### config.mk
export PLATFORM = sky130hd
export DESIGN_NAME = vec_issue_frontend
export DESIGN_NICKNAME = d
export VERILOG_FILES = /design/src/vec_issue_pkg.sv /design/src/vec_issue_decoder.sv /design/src/vec_issue_prebuffer.sv /design/src/vec_instr_fifo.sv /design/src/vec_issue_frontend.sv
export SDC_FILE = /design/constraint.sdc
export NUM_CORES = 1
export LEC_CHECK = 0
export BUFFER_PORTS_ARGS = -buffer_cell sky130_fd_sc_hd__buf_2
export CAP_MARGIN = 0
export CORE_AREA = 2 2 140 142
export DETAILED_ROUTE_END_ITERATION = 16
export DIE_AREA = 0 0 142 144
export SETUP_SLACK_MARGIN = 0.5
export SLEW_MARGIN = 20
export SYNTH_ARGS = -nofsm -noshare
export SYNTH_HDL_FRONTEND = slang
export SYNTH_SLANG_ARGS = --single-unit
### constraint.sdc
create_clock -name clk_i -period 4.6 [get_ports clk_i]
set_input_delay 0.69 -clock clk_i [delete_from_list [all_inputs] [get_ports clk_i]]
set_output_delay 0.69 -clock clk_i [all_outputs]
set_load 0.01 [all_outputs]
### src/vec_issue_pkg.sv
// Shared definitions for the vector issue front end
// Field widths and typedefs of the issue packet
// Issue packet struct stored by the pre-buffer and the FIFO
// Major opcodes and vector memory width codes used by the decoder

package vec_issue_pkg;

  //////////////////////////////
  // Field widths
  //////////////////////////////

  localparam int unsigned InstrWidth   = 32;
  localparam int unsigned HartIdWidth  = 1;
  localparam int unsigned TransIdWidth = 3;

  //////////////////////////////
  // Typedefs
  //////////////////////////////

  typedef logic [InstrWidth-1:0]   instr_t;
  typedef logic [HartIdWidth-1:0]  hartid_t;
  typedef logic [TransIdWidth-1:0] trans_id_t;

  // Instruction fields looked at by the decoder
  typedef logic [6:0] opcode_t;
  typedef logic [2:0] mem_width_t;

  // Issue packet, 36 bits
  typedef struct packed {
    instr_t    instr;
    hartid_t   hartid;
    trans_id_t id;
  } issue_req_t;

  //////////////////////////////
  // Encodings
  //////////////////////////////

  // Major opcodes
  localparam opcode_t OpcodeOpV     = 7'h57;
  localparam opcode_t OpcodeLoadFp  = 7'h07;
  localparam opcode_t OpcodeStoreFp = 7'h27;

  // Width field codes of vector loads and stores
  localparam mem_width_t VecWidth8  = 3'd0;
  localparam mem_width_t VecWidth16 = 3'd5;
  localparam mem_width_t VecWidth32 = 3'd6;
  localparam mem_width_t VecWidth64 = 3'd7;

endpackage

### src/vec_issue_decoder.sv
// Lightweight issue decoder
// Classifies an instruction word as an accepted vector instruction:
// every OP-V word, and LOAD-FP / STORE-FP with a vector width code

module vec_issue_decoder (
  input  vec_issue_pkg::instr_t instr_i,
  output logic                  accept_o
);

  //////////////////////////////
  // Field extraction
  //////////////////////////////

  vec_issue_pkg::opcode_t    opcode;
  vec_issue_pkg::mem_width_t mem_width;
  logic                      is_vec_width;

  assign opcode    = instr_i[6:0];
  assign mem_width = instr_i[14:12];

  // Width codes 1..3 belong to scalar FP loads and stores
  always_comb begin
    case (mem_width)
      vec_issue_pkg::VecWidth8,
      vec_issue_pkg::VecWidth16,
      vec_issue_pkg::VecWidth32,
      vec_issue_pkg::VecWidth64: is_vec_width = 1'b1;
      default:                   is_vec_width = 1'b0;
    endcase
  end

  //////////////////////////////
  // Accept verdict
  //////////////////////////////

  always_comb begin
    accept_o = 1'b0;

    case (opcode)
      // Arithmetic and vset{i}vl{i} forms alike
      vec_issue_pkg::OpcodeOpV: begin
        accept_o = 1'b1;
      end

      // Vector loads share the major opcode with scalar FP loads
      vec_issue_pkg::OpcodeLoadFp: begin
        accept_o = is_vec_width;
      end

      // Same for stores
      vec_issue_pkg::OpcodeStoreFp: begin
        accept_o = is_vec_width;
      end

      // Everything else stays with the scalar core
      default: begin
        accept_o = 1'b0;
      end
    endcase
  end

endmodule

### src/vec_issue_prebuffer.sv
// One-entry pre-buffer in front of the instruction FIFO
// Holds a taken issue packet and forwards it once the FIFO has room
// Reload on a same-cycle take, cleared by flush-unissued

module vec_issue_prebuffer (
  input  logic                      clk_i,
  input  logic                      rst_ni,
  input  logic                      load_i,
  input  vec_issue_pkg::issue_req_t load_data_i,
  input  logic                      fifo_full_i,
  input  logic                      flush_unissued_i,
  output logic                      push_o,
  output vec_issue_pkg::issue_req_t push_data_o
);

  vec_issue_pkg::issue_req_t data_d, data_q;
  logic                      full_d, full_q;

  always_comb begin
    push_o = 1'b0;
    data_d = data_q;
    full_d = full_q;

    // Drain into the FIFO when it has space
    if (full_q && !fifo_full_i) begin
      push_o = 1'b1;
      full_d = 1'b0;
    end

    // New take reloads, even while draining
    if (load_i) begin
      data_d = load_data_i;
      full_d = 1'b1;
    end

    // Flush-unissued wins over push and reload
    if (flush_unissued_i) begin
      push_o = 1'b0;
      full_d = 1'b0;
    end
  end

  always_ff @(posedge clk_i or negedge rst_ni) begin
    if (!rst_ni) begin
      data_q <= '0;
      full_q <= 1'b0;
    end else begin
      data_q <= data_d;
      full_q <= full_d;
    end
  end

  assign push_data_o = data_q;

endmodule

### src/vec_instr_fifo.sv
// Synchronous instruction FIFO for issue packets
// Circular buffer with read/write pointers and a fill counter
// Flush empties it and overrides push and pop of the same cycle
// FifoDepth must be a power of two, at least 2

module vec_instr_fifo #(
  parameter int unsigned FifoDepth = 4
) (
  input  logic                      clk_i,
  input  logic                      rst_ni,
  input  logic                      flush_i,
  input  logic                      push_i,
  input  vec_issue_pkg::issue_req_t data_i,
  input  logic                      pop_i,
  output logic                      full_o,
  output logic                      empty_o,
  output vec_issue_pkg::issue_req_t data_o
);

  localparam int unsigned PtrWidth = $clog2(FifoDepth);

  typedef logic [PtrWidth-1:0] ptr_t;
  typedef logic [PtrWidth:0]   cnt_t;

  //////////////////////////////
  // Storage and pointers
  //////////////////////////////

  vec_issue_pkg::issue_req_t mem_q [FifoDepth];

  ptr_t wr_ptr_q;
  ptr_t rd_ptr_q;
  cnt_t count_q;

  logic push_en;
  logic pop_en;

  // Pushes arrive gated by the pre-buffer, never while full
  assign push_en = push_i && !flush_i;
  // Pop on empty is a no-op
  assign pop_en  = pop_i && !empty_o && !flush_i;

  assign full_o  = (count_q == cnt_t'(FifoDepth));
  assign empty_o = (count_q == '0);
  assign data_o  = mem_q[rd_ptr_q];

  always_ff @(posedge clk_i) begin
    if (push_en) begin
      mem_q[wr_ptr_q] <= data_i;
    end
  end

  //////////////////////////////
  // Control state
  //////////////////////////////

  always_ff @(posedge clk_i or negedge rst_ni) begin
    if (!rst_ni) begin
      wr_ptr_q <= '0;
      rd_ptr_q <= '0;
      count_q  <= '0;
    end else if (flush_i) begin
      wr_ptr_q <= '0;
      rd_ptr_q <= '0;
      count_q  <= '0;
    end else begin
      // Pointers wrap on their own since the depth is a power of two
      if (push_en) begin
        wr_ptr_q <= wr_ptr_q + ptr_t'(1);
      end
      if (pop_en) begin
        rd_ptr_q <= rd_ptr_q + ptr_t'(1);
      end

      case ({push_en, pop_en})
        2'b10:   count_q <= count_q + cnt_t'(1);
        2'b01:   count_q <= count_q - cnt_t'(1);
        default: count_q <= count_q;
      endcase
    end
  end

endmodule

### src/vec_issue_frontend.sv
// Issue front end of the vector coprocessor
// Issue-ready and take strobe generation
// Decoder, one-entry pre-buffer and instruction FIFO instances

module vec_issue_frontend #(
  parameter int unsigned FifoDepth = 4
) (
  input  logic                      clk_i,
  input  logic                      rst_ni,
  // Issue side, from the scalar core
  input  logic                      issue_valid_i,
  input  vec_issue_pkg::issue_req_t issue_req_i,
  output logic                      issue_ready_o,
  output logic                      issue_accept_o,
  // Control
  input  logic                      flush_i,
  input  logic                      flush_unissued_i,
  // Downstream side
  input  logic                      pop_i,
  output logic                      instr_valid_o,
  output vec_issue_pkg::issue_req_t instr_o
);

  logic                      fifo_full;
  logic                      fifo_empty;
  logic                      take;
  logic                      push;
  vec_issue_pkg::issue_req_t push_data;

  //////////////////////////////
  // Issue handshake
  //////////////////////////////

  vec_issue_decoder i_decoder (
    .instr_i  (issue_req_i.instr),
    .accept_o (issue_accept_o   )
  );

  assign issue_ready_o = issue_valid_i && !fifo_full && !flush_i;

  // Rejected words are never stored
  assign take = issue_valid_i && issue_ready_o && issue_accept_o;

  //////////////////////////////
  // Buffering
  //////////////////////////////

  vec_issue_prebuffer i_prebuffer (
    .clk_i            (clk_i           ),
    .rst_ni           (rst_ni          ),
    .load_i           (take            ),
    .load_data_i      (issue_req_i     ),
    .fifo_full_i      (fifo_full       ),
    .flush_unissued_i (flush_unissued_i),
    .push_o           (push            ),
    .push_data_o      (push_data       )
  );

  vec_instr_fifo #(
    .FifoDepth (FifoDepth)
  ) i_instr_fifo (
    .clk_i   (clk_i     ),
    .rst_ni  (rst_ni    ),
    .flush_i (flush_i   ),
    .push_i  (push      ),
    .data_i  (push_data ),
    .pop_i   (pop_i     ),
    .full_o  (fifo_full ),
    .empty_o (fifo_empty),
    .data_o  (instr_o   )
  );

  assign instr_valid_o = !fifo_empty;

endmodule

* After elaboration in Yosys (flattened, before gate mapping)
Memory sizes are Yosys's and may differ from the RTL's.
Index checks and enable logic that the tools add are counted.
** Word-level totals
- Register bits after elaboration :: 44
- Bits in writable memories :: 144
- Input port bits :: 42
- Output and inout bits :: 39
- Logic and storage cells :: 55
- Memories :: 1
** Memory list
- i_instr_fifo.mem_q :: words 4, bits a word 36, read ports 1, clocked after Yosys merged registers in 0, wr ports 1, RTL line vec_instr_fifo.sv:29 : vec_issue_pkg::issue_req_t mem_q [FifoDepth];
** Operators by class
- Add/subtract/negate cells :: 4
- Equality and inequality tests :: 9
- Multiplexer cells :: 15
- Reduce and logical (&&, ||, !) cells :: 19
** Operators with widths (number)
- 3-bit equality test, second input constant :: 4
- 1-bit logical AND :: 8
- 1-bit 2-to-1 mux :: 8
- 2-bit 2-to-1 mux :: 4
- 7-bit by 3-bit equality test with 1-bit output, second input constant :: 1
- 7-bit by 6-bit equality test with 1-bit output, second input constant :: 1
- 7-bit equality test, second input constant :: 1
- 3-bit logical NOT :: 2
- 3-bit one-hot mux with 2 select lines :: 1
- 3-bit nonzero test :: 2
- 2-bit by 1-bit adder with 2-bit output, second input constant :: 2
- 2-bit nonzero test :: 2
- 4-bit OR reduction :: 1
- 3-bit by 1-bit adder with 3-bit output, second input constant :: 1
- 1-bit logical NOT :: 3
- 3-bit 2-to-1 mux :: 1
- 3-bit by 1-bit subtractor with 3-bit output, second input constant :: 1
- 2-bit by 1-bit equality test with 1-bit output, second input constant :: 1
- 2-bit equality test, second input constant :: 1
- 1-bit one-hot mux with 2 select lines :: 1
- 2-bit OR reduction :: 1

* Longest topological paths before layout
Gate-level depths: netlist of the first run.
- Depth in word-level cells :: 9
- Gate-level depth with buffers :: 7

* Hierarchy
A second synthesis of the first run with hierarchy kept.
** Unflattened totals
- Cell total of the unflattened synthesis :: 327
- Area, all modules :: 7318.3 um2
** Modules (own cells, without submodules)
- vec_instr_fifo :: times used 1, cells each 238, area each 5721.7 um2
- vec_issue_prebuffer :: times used 1, cells each 80, area each 1527.7 um2
- vec_issue_decoder :: times used 1, cells each 6, area each 45.0 um2
- vec_issue_frontend :: times used 1, cells each 3, area each 23.8 um2

* Least setup slack after synthesis of the first run
OpenSTA, ideal clock, no wires.
- Kind :: in2reg
- From :: input port flush_unissued_i
- To :: memory i_instr_fifo.mem_q[0][0] (netlist bit), enable pin
- Arrival time :: 2066 ps
- Required time :: 4203 ps
- Slack :: 2138 ps
- Stages on the path :: 3
- Path buffers :: 0
- Path through :: nand2b_1 -> nor3_1 -> and2_1
** On the way
- Cells in the longest elaborated chain, start to end :: 4
** Ends and longest elaborated chain
- start: declaration :: RTL line vec_issue_frontend.sv:17 : input logic flush_unissued_i,
- 1-bit 2-to-1 mux :: RTL line vec_issue_prebuffer.sv:37 : if (flush_unissued_i) begin
- 1-bit logical AND :: RTL line vec_instr_fifo.sv:39 : assign push_en = push_i && !flush_i;
- 1-bit 2-to-1 mux :: RTL line vec_instr_fifo.sv:48 : if (push_en) begin
- 1-bit 2-to-1 mux (implied by the code) :: RTL line vec_instr_fifo.sv:49 : mem_q[wr_ptr_q] <= data_i;
- end: declaration :: RTL line vec_instr_fifo.sv:29
Every way passes these cells.

==> flow_metrics.tcl, run 1 <==
set metrics [dict create \
    cts_setup_buffers 0 \
    rsz0062_at_grt "false" \
    core_area_mm2 0.0191 \
    met2WireLength_mm 6.69 \
    die_x_um 142 \
    io_pins 81 \
    worst_slack_ns 1.72 \
    reg2reg_slack_ns 2.21 \
    routabilityCongestion 0.661 \
    cts_buffers 17 \
    rr_endpoint "i_prebuffer.push_data_o[19]" \
    cts_tree "yes" \
    grt_use_total 0.133 \
    worstSetupPathType "register to output port" \
    synth_seq_cells 188 \
    synth_compound_area_frac 0.0170 \
    drc 0 \
    port-buffer-count 80 \
    grt_max_degree 45 \
    tightest_slew_ns 1.05 \
    initial_utilization 0.373 \
    worst_setup_path_start_kind "register" \
    die_area_mm2 0.0204 \
    synth_top_cells_by_area "edfxtp_1 (61%), dfrtp_1 (15%), mux4_2 (11%)" \
    cts_hold_buffers 0 \
    m1WireLength_mm 5.21 \
    yosys-top-cells-count "edfxtp_1 (144), dfrtp_1 (44), mux4_2 (36)" \
    setup_viol 0 \
    syn_avg_cell_area_um2 21.3 \
    synth_top_cell_by_area "edfxtp_1" \
    ir_worst_vdd_uv 244 \
    syn2layout_area_growth_pct 17.5 \
    cts_buffer_depth 2 \
    synth_nets 382 \
    final_antenna_net_count 0 \
    cts-resized-gates 0 \
    timing.hold.ws_ns 0.381 \
    yosysSeqAreaShare 0.762 \
    netlist_area_mm2 0.00712 \
    fmax_mhz 347 \
    wl_per_cell_um 18.9 \
    synth_fa_ha_area_frac 0.00984 \
    crit_required_ns 3.91 \
    ys_warn_count 0 \
    synth_mux_area_frac 0.163 \
    synth_simple_gate_area_frac 0.0323 \
    htree_levels 4 \
    grt_overflow 0 \
    clock_latency_ns 0.43 \
    antenna_found_initial 2 \
    period_needed_ns 2.88 \
    max_cap_viol_count 0 \
    syn_inst 335 \
    fin_crit_sh 0.626 \
    grt_pass1_vias 3615 \
    endpoint_kind "output port" \
    finalClockSkew_ns 0.00708 \
    power_leakage_nw 3.09 \
    path_clk_slew_ns 0.06 \
    clock_sinks 188 \
    synth_edf_count 144 \
    finish.utilization 0.438 \
    root_buffer "clkbuf_16" \
    cp_max_fo 38 \
    synth.distinct_cells 40 \
    outcome "complete, no violations" \
    wirelength_mm 12.7 \
    firstDrtPassIters 4 \
    grt_pass1_wl_mm 19.5 \
    synth_xor_area_frac 0.00369 \
    power_per_cell_area_mw_per_mm2 410 \
    r2r_cells 4 \
    wl_met3_um 595 \
    nets 469 \
    synth_top_family_by_area "multiplexers" \
    power_mw 3.43 \
    die_y_um 144 \
    reg2reg_from "i_instr_fifo.count_q[0]" \
    drv_slew 0 \
    arrival_ns 2.19 \
    via_count 3325 \
    num-fill-cells 1631 \
    setup-tns-final_ns 0 \
    max_slew_margin 0.299 \
    num_rows 51 \
    hold_viol_final 0 \
    crit_end "instr_o[18]" \
    drive_above_1_share 0.384 \
    post-synth-top-count-cell "edfxtp_1" \
    ys.flop_type "edfxtp_1" \
    critPathLaunch "i_instr_fifo.rd_ptr_q[0]" \
    drt_iter0_markers 153 \
    async_reset_ff_frac 0.234 \
    pre_cts_ws_ns 1.77 \
    hpwl_mm 7.28 \
    synth_top_area_frac 0.607 \
    via_per_inst 4.93 \
    top_layer "met5" \
    hp-class "input port to async pin" \
]
[cell usage in the layout (no fill, tap or decap), types with 4 or more instances in the layout]
cell and count:
buf_2 80, dfrtp_1 42, and2_2 4, nand2b_1 6, nor2_1 10, ha_1 4, mux2_2 10, edfxtp_1 144
mux2_1 20, nand2_1 5, clkbuf_16 17, o21ai_0 4, mux4_2 36
[final cells by class]
| class | count | area (um2) | share of cell area |
|---|---|---|---|
| Timing Repair Buffer | 81 | 408 | 0.0488 |
| Multi-Input combinational cell | 131 | 1610 | 0.193 |
| Sequential cell | 188 | 5430 | 0.649 |
| Antenna cell | 1 | 2.50 | 0.000299 |
| Clock inverter | 10 | 138 | 0.0165 |
| Inverter | 3 | 11.3 | 0.00135 |
| Clock buffer | 22 | 464 | 0.0555 |
| Tap cell | 238 | 298 | 0.0356 |
[where the power goes]
part	switching (mW)	internal, mW	total (mW)
registers	0.0309	1.87	1.90
clock network	0.584	0.884	1.47
logic	0.0296	0.0335	0.0631
total	0.644	2.79	3.43
[critical path, stage by stage (launching register included)]
cell and delay [ns]:
dfrtp_4 0.97, mux4_2 0.63, buf_2 0.16
[how the worst min path moves through the flow]
stage                                startpoint                           to  slack (ns)  depth (start not counted)
floorplan                                rst_ni      i_instr_fifo.count_q[0]        0.39                          0
detailed placement   i_prebuffer.push_data_o[1]     i_instr_fifo.mem_q[3][1]        0.50                          0
global placement    i_prebuffer.push_data_o[27]    i_instr_fifo.mem_q[0][27]        0.48                          0
global route                             rst_ni  i_prebuffer.push_data_o[19]        0.44                          2
finish                                   rst_ni  i_prebuffer.push_data_o[19]        0.38                          2
CTS                                      rst_ni  i_prebuffer.push_data_o[19]        0.40                          2
[sequential cells by signal, indices dropped and copies added, names as in the netlist]
signal / count
i_prebuffer.full_q: 1
i_instr_fifo.count_q: 3
i_instr_fifo.rd_ptr_q: 2
i_instr_fifo.mem_q: 144
i_prebuffer.push_data_o: 36
i_instr_fifo.wr_ptr_q: 2
[cells by family after synthesis]
group,count (synthesis)
buffers and inverters,16
xor gates and xnor gates,3
muxes,67
DFF,188
adders and majority gates,5
AOI/OAI and AO/OA,16
and+or+nand+nor,40
[routing by layer]
layer,up-vias,track usage
met5,-,0
met4,2,0.0553
met3,21,0.0414
met2,71,0.232
met1,1713,0.153
li1,1518,-
[metrics by stage]
step,area (um2),cells
global placement,7760,641
finish,8360,674
CTS,8360,673
floorplan,7120,335
detailed placement,7760,641
global route,8360,673
No activity file was read; power rests on OpenSTA's default activity.
==> run 2, diff against run 1 <==
- clock period: 4.6 -> 2.5 ns (I/O delays scaled with it)
==> run 2 against run 1 <==
Compared with the run above: sequential power is 84% higher; first-iteration DRC count is 9.8% higher; highest routed layer is now met4; global-route usage is 0.95 points higher; clock-buffer cell count is 2 higher; critical endpoint is now instr_o[21]; utilization is 3.3 points higher; final cell count is 5.6% higher; power is 86% higher; die area stayed put.
==> flow_metrics.tcl, run 2 (synthesis gave the netlist of run 1 again) <==
set metrics [dict create \
    cts_buffer_depth 2 \
    tightest_slew_ns 0.706 \
    power_per_cell_area_mw_per_mm2 708 \
    hp-class "input port to async pin" \
    initial_utilization 0.373 \
    drt_iter0_markers 168 \
    final_common_cell "edfxtp_1" \
    cp_max_fo 8 \
    max_slew_margin 0.529 \
    firstDrtPassIters 4 \
    hold_viol_final 0 \
    power_mw 6.37 \
    largest_reg_flops 144 \
    power_leakage_nw 3.38 \
    worstSetupPathType "register to output port" \
    die_y_um 144 \
    grt_pass1_wl_mm 20.8 \
    drive_above_1_share 0.446 \
    rsz0062_at_grt "true" \
    clock_latency_ns 0.42 \
    die_x_um 142 \
    routabilityCongestion 0.703 \
    worst_setup_path_start_kind "register" \
    drv_slew 0 \
    hpwl_mm 8.42 \
    wirelength_mm 14.1 \
    via_per_inst 4.99 \
    htree_levels 4 \
    crit_required_ns 2.12 \
    clock_sinks 188 \
    final_antenna_net_count 0 \
    arrival_ns 1.84 \
    port-buffer-count 80 \
    setup-tns-final_ns 0 \
    fin_crit_sh 0.885 \
    wl_per_cell_um 19.9 \
    finalClockSkew_ns 0.00703 \
    io_pins 81 \
    cts_tree "yes" \
    period_needed_ns 2.21 \
    syn2layout_area_growth_pct 26.3 \
    path_clk_slew_ns 0.06 \
    setup_viol 0 \
    grt_pass1_vias 3639 \
    grt_use_total 0.142 \
    endpoint_kind "output port" \
    max_cap_viol_count 0 \
    outcome "complete, no violations" \
    top_register "i_instr_fifo.mem_q" \
    via_count 3552 \
    grt_overflow 0 \
    grt_max_degree 26 \
    core_area_mm2 0.0191 \
    ir_worst_vdd_uv 475 \
    root_buffer "clkbuf_16" \
    fmax_mhz 452 \
    drc 0 \
    final_cell_mix "edfxtp_1 (144), buf_2 (59), dfrtp_1 (40)" \
    die_area_mm2 0.0204 \
    nets 507 \
    num_rows 51 \
    cts_buffers 17 \
    antenna_found_initial 1 \
]
-- run 2: path summary, 6_finish.rpt --
check | start | to | slack, ns | cells after the start
hold / removal | rst_ni | i_prebuffer.push_data_o[19] | 0.003 | 1
setup / recovery | i_instr_fifo.rd_ptr_q[0] | instr_o[21] | 0.29 | 4
min in group clk_i | flush_unissued_i | i_prebuffer.full_q | 0.14 | 2
setup reg to reg | i_instr_fifo.count_q[2] | i_prebuffer.push_data_o[9] | 0.51 | 8
hold reg to reg | i_prebuffer.push_data_o[12] | i_instr_fifo.mem_q[0][12] | 0.51 | 0
max in group asynchronous | rst_ni | i_prebuffer.push_data_o[26] | 1.84 | 2
-- run 2: through the flow --
| stage | area (um2) | setup slack, ns | std cells | util | hold slack [ns] |
|---|---|---|---|---|---|
| after floorplan | 7130 | 0.552 | 335 | - | 0.0794 |
| after global placement | 7950 | 0.449 | 658 | 0.416 | 0.461 |
| after detailed placement | 7950 | 0.389 | 658 | 0.416 | 0.472 |
| after CTS | 8850 | 0.254 | 705 | 0.464 | 0.0183 |
| after global routing | 8990 | 0.218 | 711 | 0.471 | 0.0470 |
| final | 8990 | 0.287 | 712 | 0.471 | 0.00275 |
-- run 2: cell type report --
cell class              instances  area (um2)
diodes                          1        2.50
flip-flops and latches        188        5430
multi-input cells             131        1670
inverters                       3        11.3
well taps                     238         298
fillers                      1626       10100
clock buffers                  24         452
repair buffers                119         980
clock inverters                 8         145
-- run 2: power by group --
group | internal, mW | leakage [nW] | switching, mW
clock | 1.67 | 0.282 | 1.07
combinational | 0.0706 | 1.17 | 0.0604
sequential | 3.44 | 1.93 | 0.0567
total | 5.18 | 3.38 | 1.19
-- run 2: layer usage --
layer  track usage  wire length [um]
met1         0.175              5650
met2         0.241              7360
met3        0.0397               822
met4        0.0563               310
met5             0                 0
-- run 2: worst max-delay path, stage by stage, from the launching register on --
cell     delay [ns]
dfrtp_4        0.51
buf_12         0.15
buf_12         0.14
mux4_2         0.46
buf_6          0.15
-- run 2: timing repair --
| item | CTS | global route |
|---|---|---|
| pin swaps | 2 | 6 |
| resized for setup | 27 | 15 |
| cloned | 2 | 1 |
| hold buffers | 0 | 0 |
| setup buffers | 13 | 5 |
| setup endpoints to repair | 89 | 151 |
==> run 3, diff against run 2 <==
- CORE_AREA: 2 2 140 142 -> 2 2 126 159
- DIE_AREA: 0 0 142 144 -> 0 0 128 161
- RECOVER_POWER: unset -> 100
==> run 3 against run 2 <==
Compared with the run above: combinational power decreased by 3%; sequential share of layout area increased by 2.2 points; register-to-register slack got worse by 0.24 ns; critical endpoint is now i_instr_fifo.mem_q[3][13]; final cell count decreased by 1.4%; global-route usage increased by 0.057 points; utilization decreased by 1.8 points; flip-flop and latch count unchanged.
==> flow_metrics.tcl, run 3 (synthesis gave the netlist of run 1 again) <==
set metrics [dict create \
    reg2reg_from "i_instr_fifo.count_q[2]" \
    power_leakage_nw 3.15 \
    cts_tree "yes" \
    drt_iter0_markers 254 \
    final_cell_mix "edfxtp_1 (144), buf_2 (45), clkbuf_1 (41), dfrtp_1 (41), mux4_2 (36)" \
    reg2reg_slack_ns 0.27 \
    worstHoldStart "flush_unissued_i" \
    num_rows 57 \
    die_y_um 161 \
    worst_setup_path_start_kind "register" \
    core_area_mm2 0.0191 \
    wirelength_mm 14.2 \
    tightest_slew_ns 1.28 \
    htree_levels 4 \
    hold_depth 2 \
    cp_slowest_stage_delay_ns 0.42 \
    grt_max_degree 45 \
    port-buffer-count 80 \
    clock_latency_ns 0.42 \
    max_slew_margin 0.146 \
    drv_slew 0 \
    max_cap_viol_count 0 \
    worstSetupPathType "register to register" \
    critPathTopFamily "simple AND/OR/NAND/NOR gates" \
    ir_worst_vdd_uv 412 \
    multi_input_area_mm2 0.00168 \
    cp_max_fo 12 \
    critPathSlowestCell "dfrtp_1" \
    setup-tns-final_ns 0 \
    num-fill-cells 1697 \
    final_antenna_net_count 0 \
    grt_use_total 0.143 \
    antenna_found_initial 0 \
    via_per_inst 5.03 \
    grt_pass1_vias 3822 \
    rr_endpoint "i_instr_fifo.mem_q[3][13]" \
    nets 499 \
    routabilityCongestion 0.719 \
    fin_crit_sh 0.892 \
    top_register "i_instr_fifo.mem_q" \
    period_needed_ns 2.23 \
    grt_overflow 0 \
    path_buf_inv 3 \
    hpwl_mm 8.66 \
    final_common_cell "edfxtp_1" \
    die_area_mm2 0.0206 \
    cts_buffers 17 \
    grt_pass1_wl_mm 21.6 \
    rsz0062_at_grt "true" \
    syn2layout_area_growth_pct 21.8 \
    drive_above_1_share 0.353 \
    arrival_ns 2.34 \
    cts_buffer_depth 2 \
    hold_viol_final 0 \
    hold_end "i_prebuffer.full_q" \
    crit_chain "nor3b_1 -> clkbuf_1 -> clkbuf_4 -> nor3_1 -> and2_4 -> clkbuf_2" \
    root_buffer "clkbuf_16" \
    power_per_cell_area_mw_per_mm2 736 \
    io_pins 81 \
    seqCellArea_mm2 0.00543 \
    fmax_mhz 448 \
    firstDrtPassIters 4 \
    crit_required_ns 2.61 \
    initial_utilization 0.372 \
    via_count 3533 \
    hp-class "input port to register" \
    clock_sinks 188 \
    setup_viol 0 \
    path_clk_slew_ns 0.07 \
    r2r_cells 6 \
    wl_per_cell_um 20.2 \
    power_mw 6.38 \
    outcome "complete, no violations" \
    finalClockSkew_ns 0.00920 \
    drc 0 \
    die_x_um 128 \
    largest_reg_flops 144 \
    endpoint_kind "register" \
]
run 3: layer usage:
metal	GRT usage	up-vias	share of wire
met5	0	-	0
met4	0.0460	0	0.011
met3	0.0391	13	0.047
met2	0.255	79	0.55
met1	0.167	1862	0.39
li1	-	1579	-
run 3: worst max-delay path by stage:
stage	startpoint	endpoint	slack, ns	depth (start not counted)
after floorplan	i_instr_fifo.count_q[0]	i_instr_fifo.count_q[2]	0.55	7
after detailed placement	issue_req_i[7]	i_prebuffer.push_data_o[2]	0.33	6
after global placement	issue_req_i[7]	i_prebuffer.push_data_o[22]	0.37	6
after CTS	i_instr_fifo.rd_ptr_q[0]	instr_o[26]	0.30	3
after global routing	i_instr_fifo.count_q[2]	i_instr_fifo.mem_q[2][6]	0.16	6
final	i_instr_fifo.count_q[2]	i_instr_fifo.mem_q[3][13]	0.27	6
run 3: final cells by class:
class / instances / share of cell area
Antenna cell: 1 / 0.000289
Clock buffer: 18 / 0.0495
Clock inverter: 14 / 0.0211
Inverter: 3 / 0.00130
Multi-Input combinational cell: 131 / 0.194
Sequential cell: 188 / 0.626
Tap cell: 236 / 0.0340
Timing Repair Buffer: 111 / 0.0739
run 3: what timing repair did:
| action | CTS | global route |
|---|---|---|
| hold buffers | 0 | 0 |
| gates resized for setup | 12 | 37 |
| cloned | 0 | 3 |
| pin swaps | 5 | 5 |
| setup endpoints to repair | 151 | 184 |
| setup buffers | 7 | 3 |
run 3: where the power goes:
| group | internal (mW) | total (mW) | switching [mW] |
|---|---|---|---|
| logic | 0.0657 | 0.127 | 0.0613 |
| clock network | 1.60 | 2.76 | 1.16 |
| registers | 3.44 | 3.50 | 0.0567 |
run 3: stage by stage:
step / instance area, um2 / util / hold slack (ns) / instances / worst slack (ns)
4_1_cts: 8680 / 0.454 / 0.0818 / 695 / 0.304
6_report: 8670 / 0.454 / 0.130 / 702 / 0.270
3_5_place_dp: 7980 / 0.417 / 0.496 / 656 / 0.331
2_1_floorplan: 7130 / - / 0.0794 / 335 / 0.552
3_3_place_gp: 7980 / 0.417 / 0.483 / 656 / 0.372
5_1_grt: 8670 / 0.454 / 0.113 / 701 / 0.162
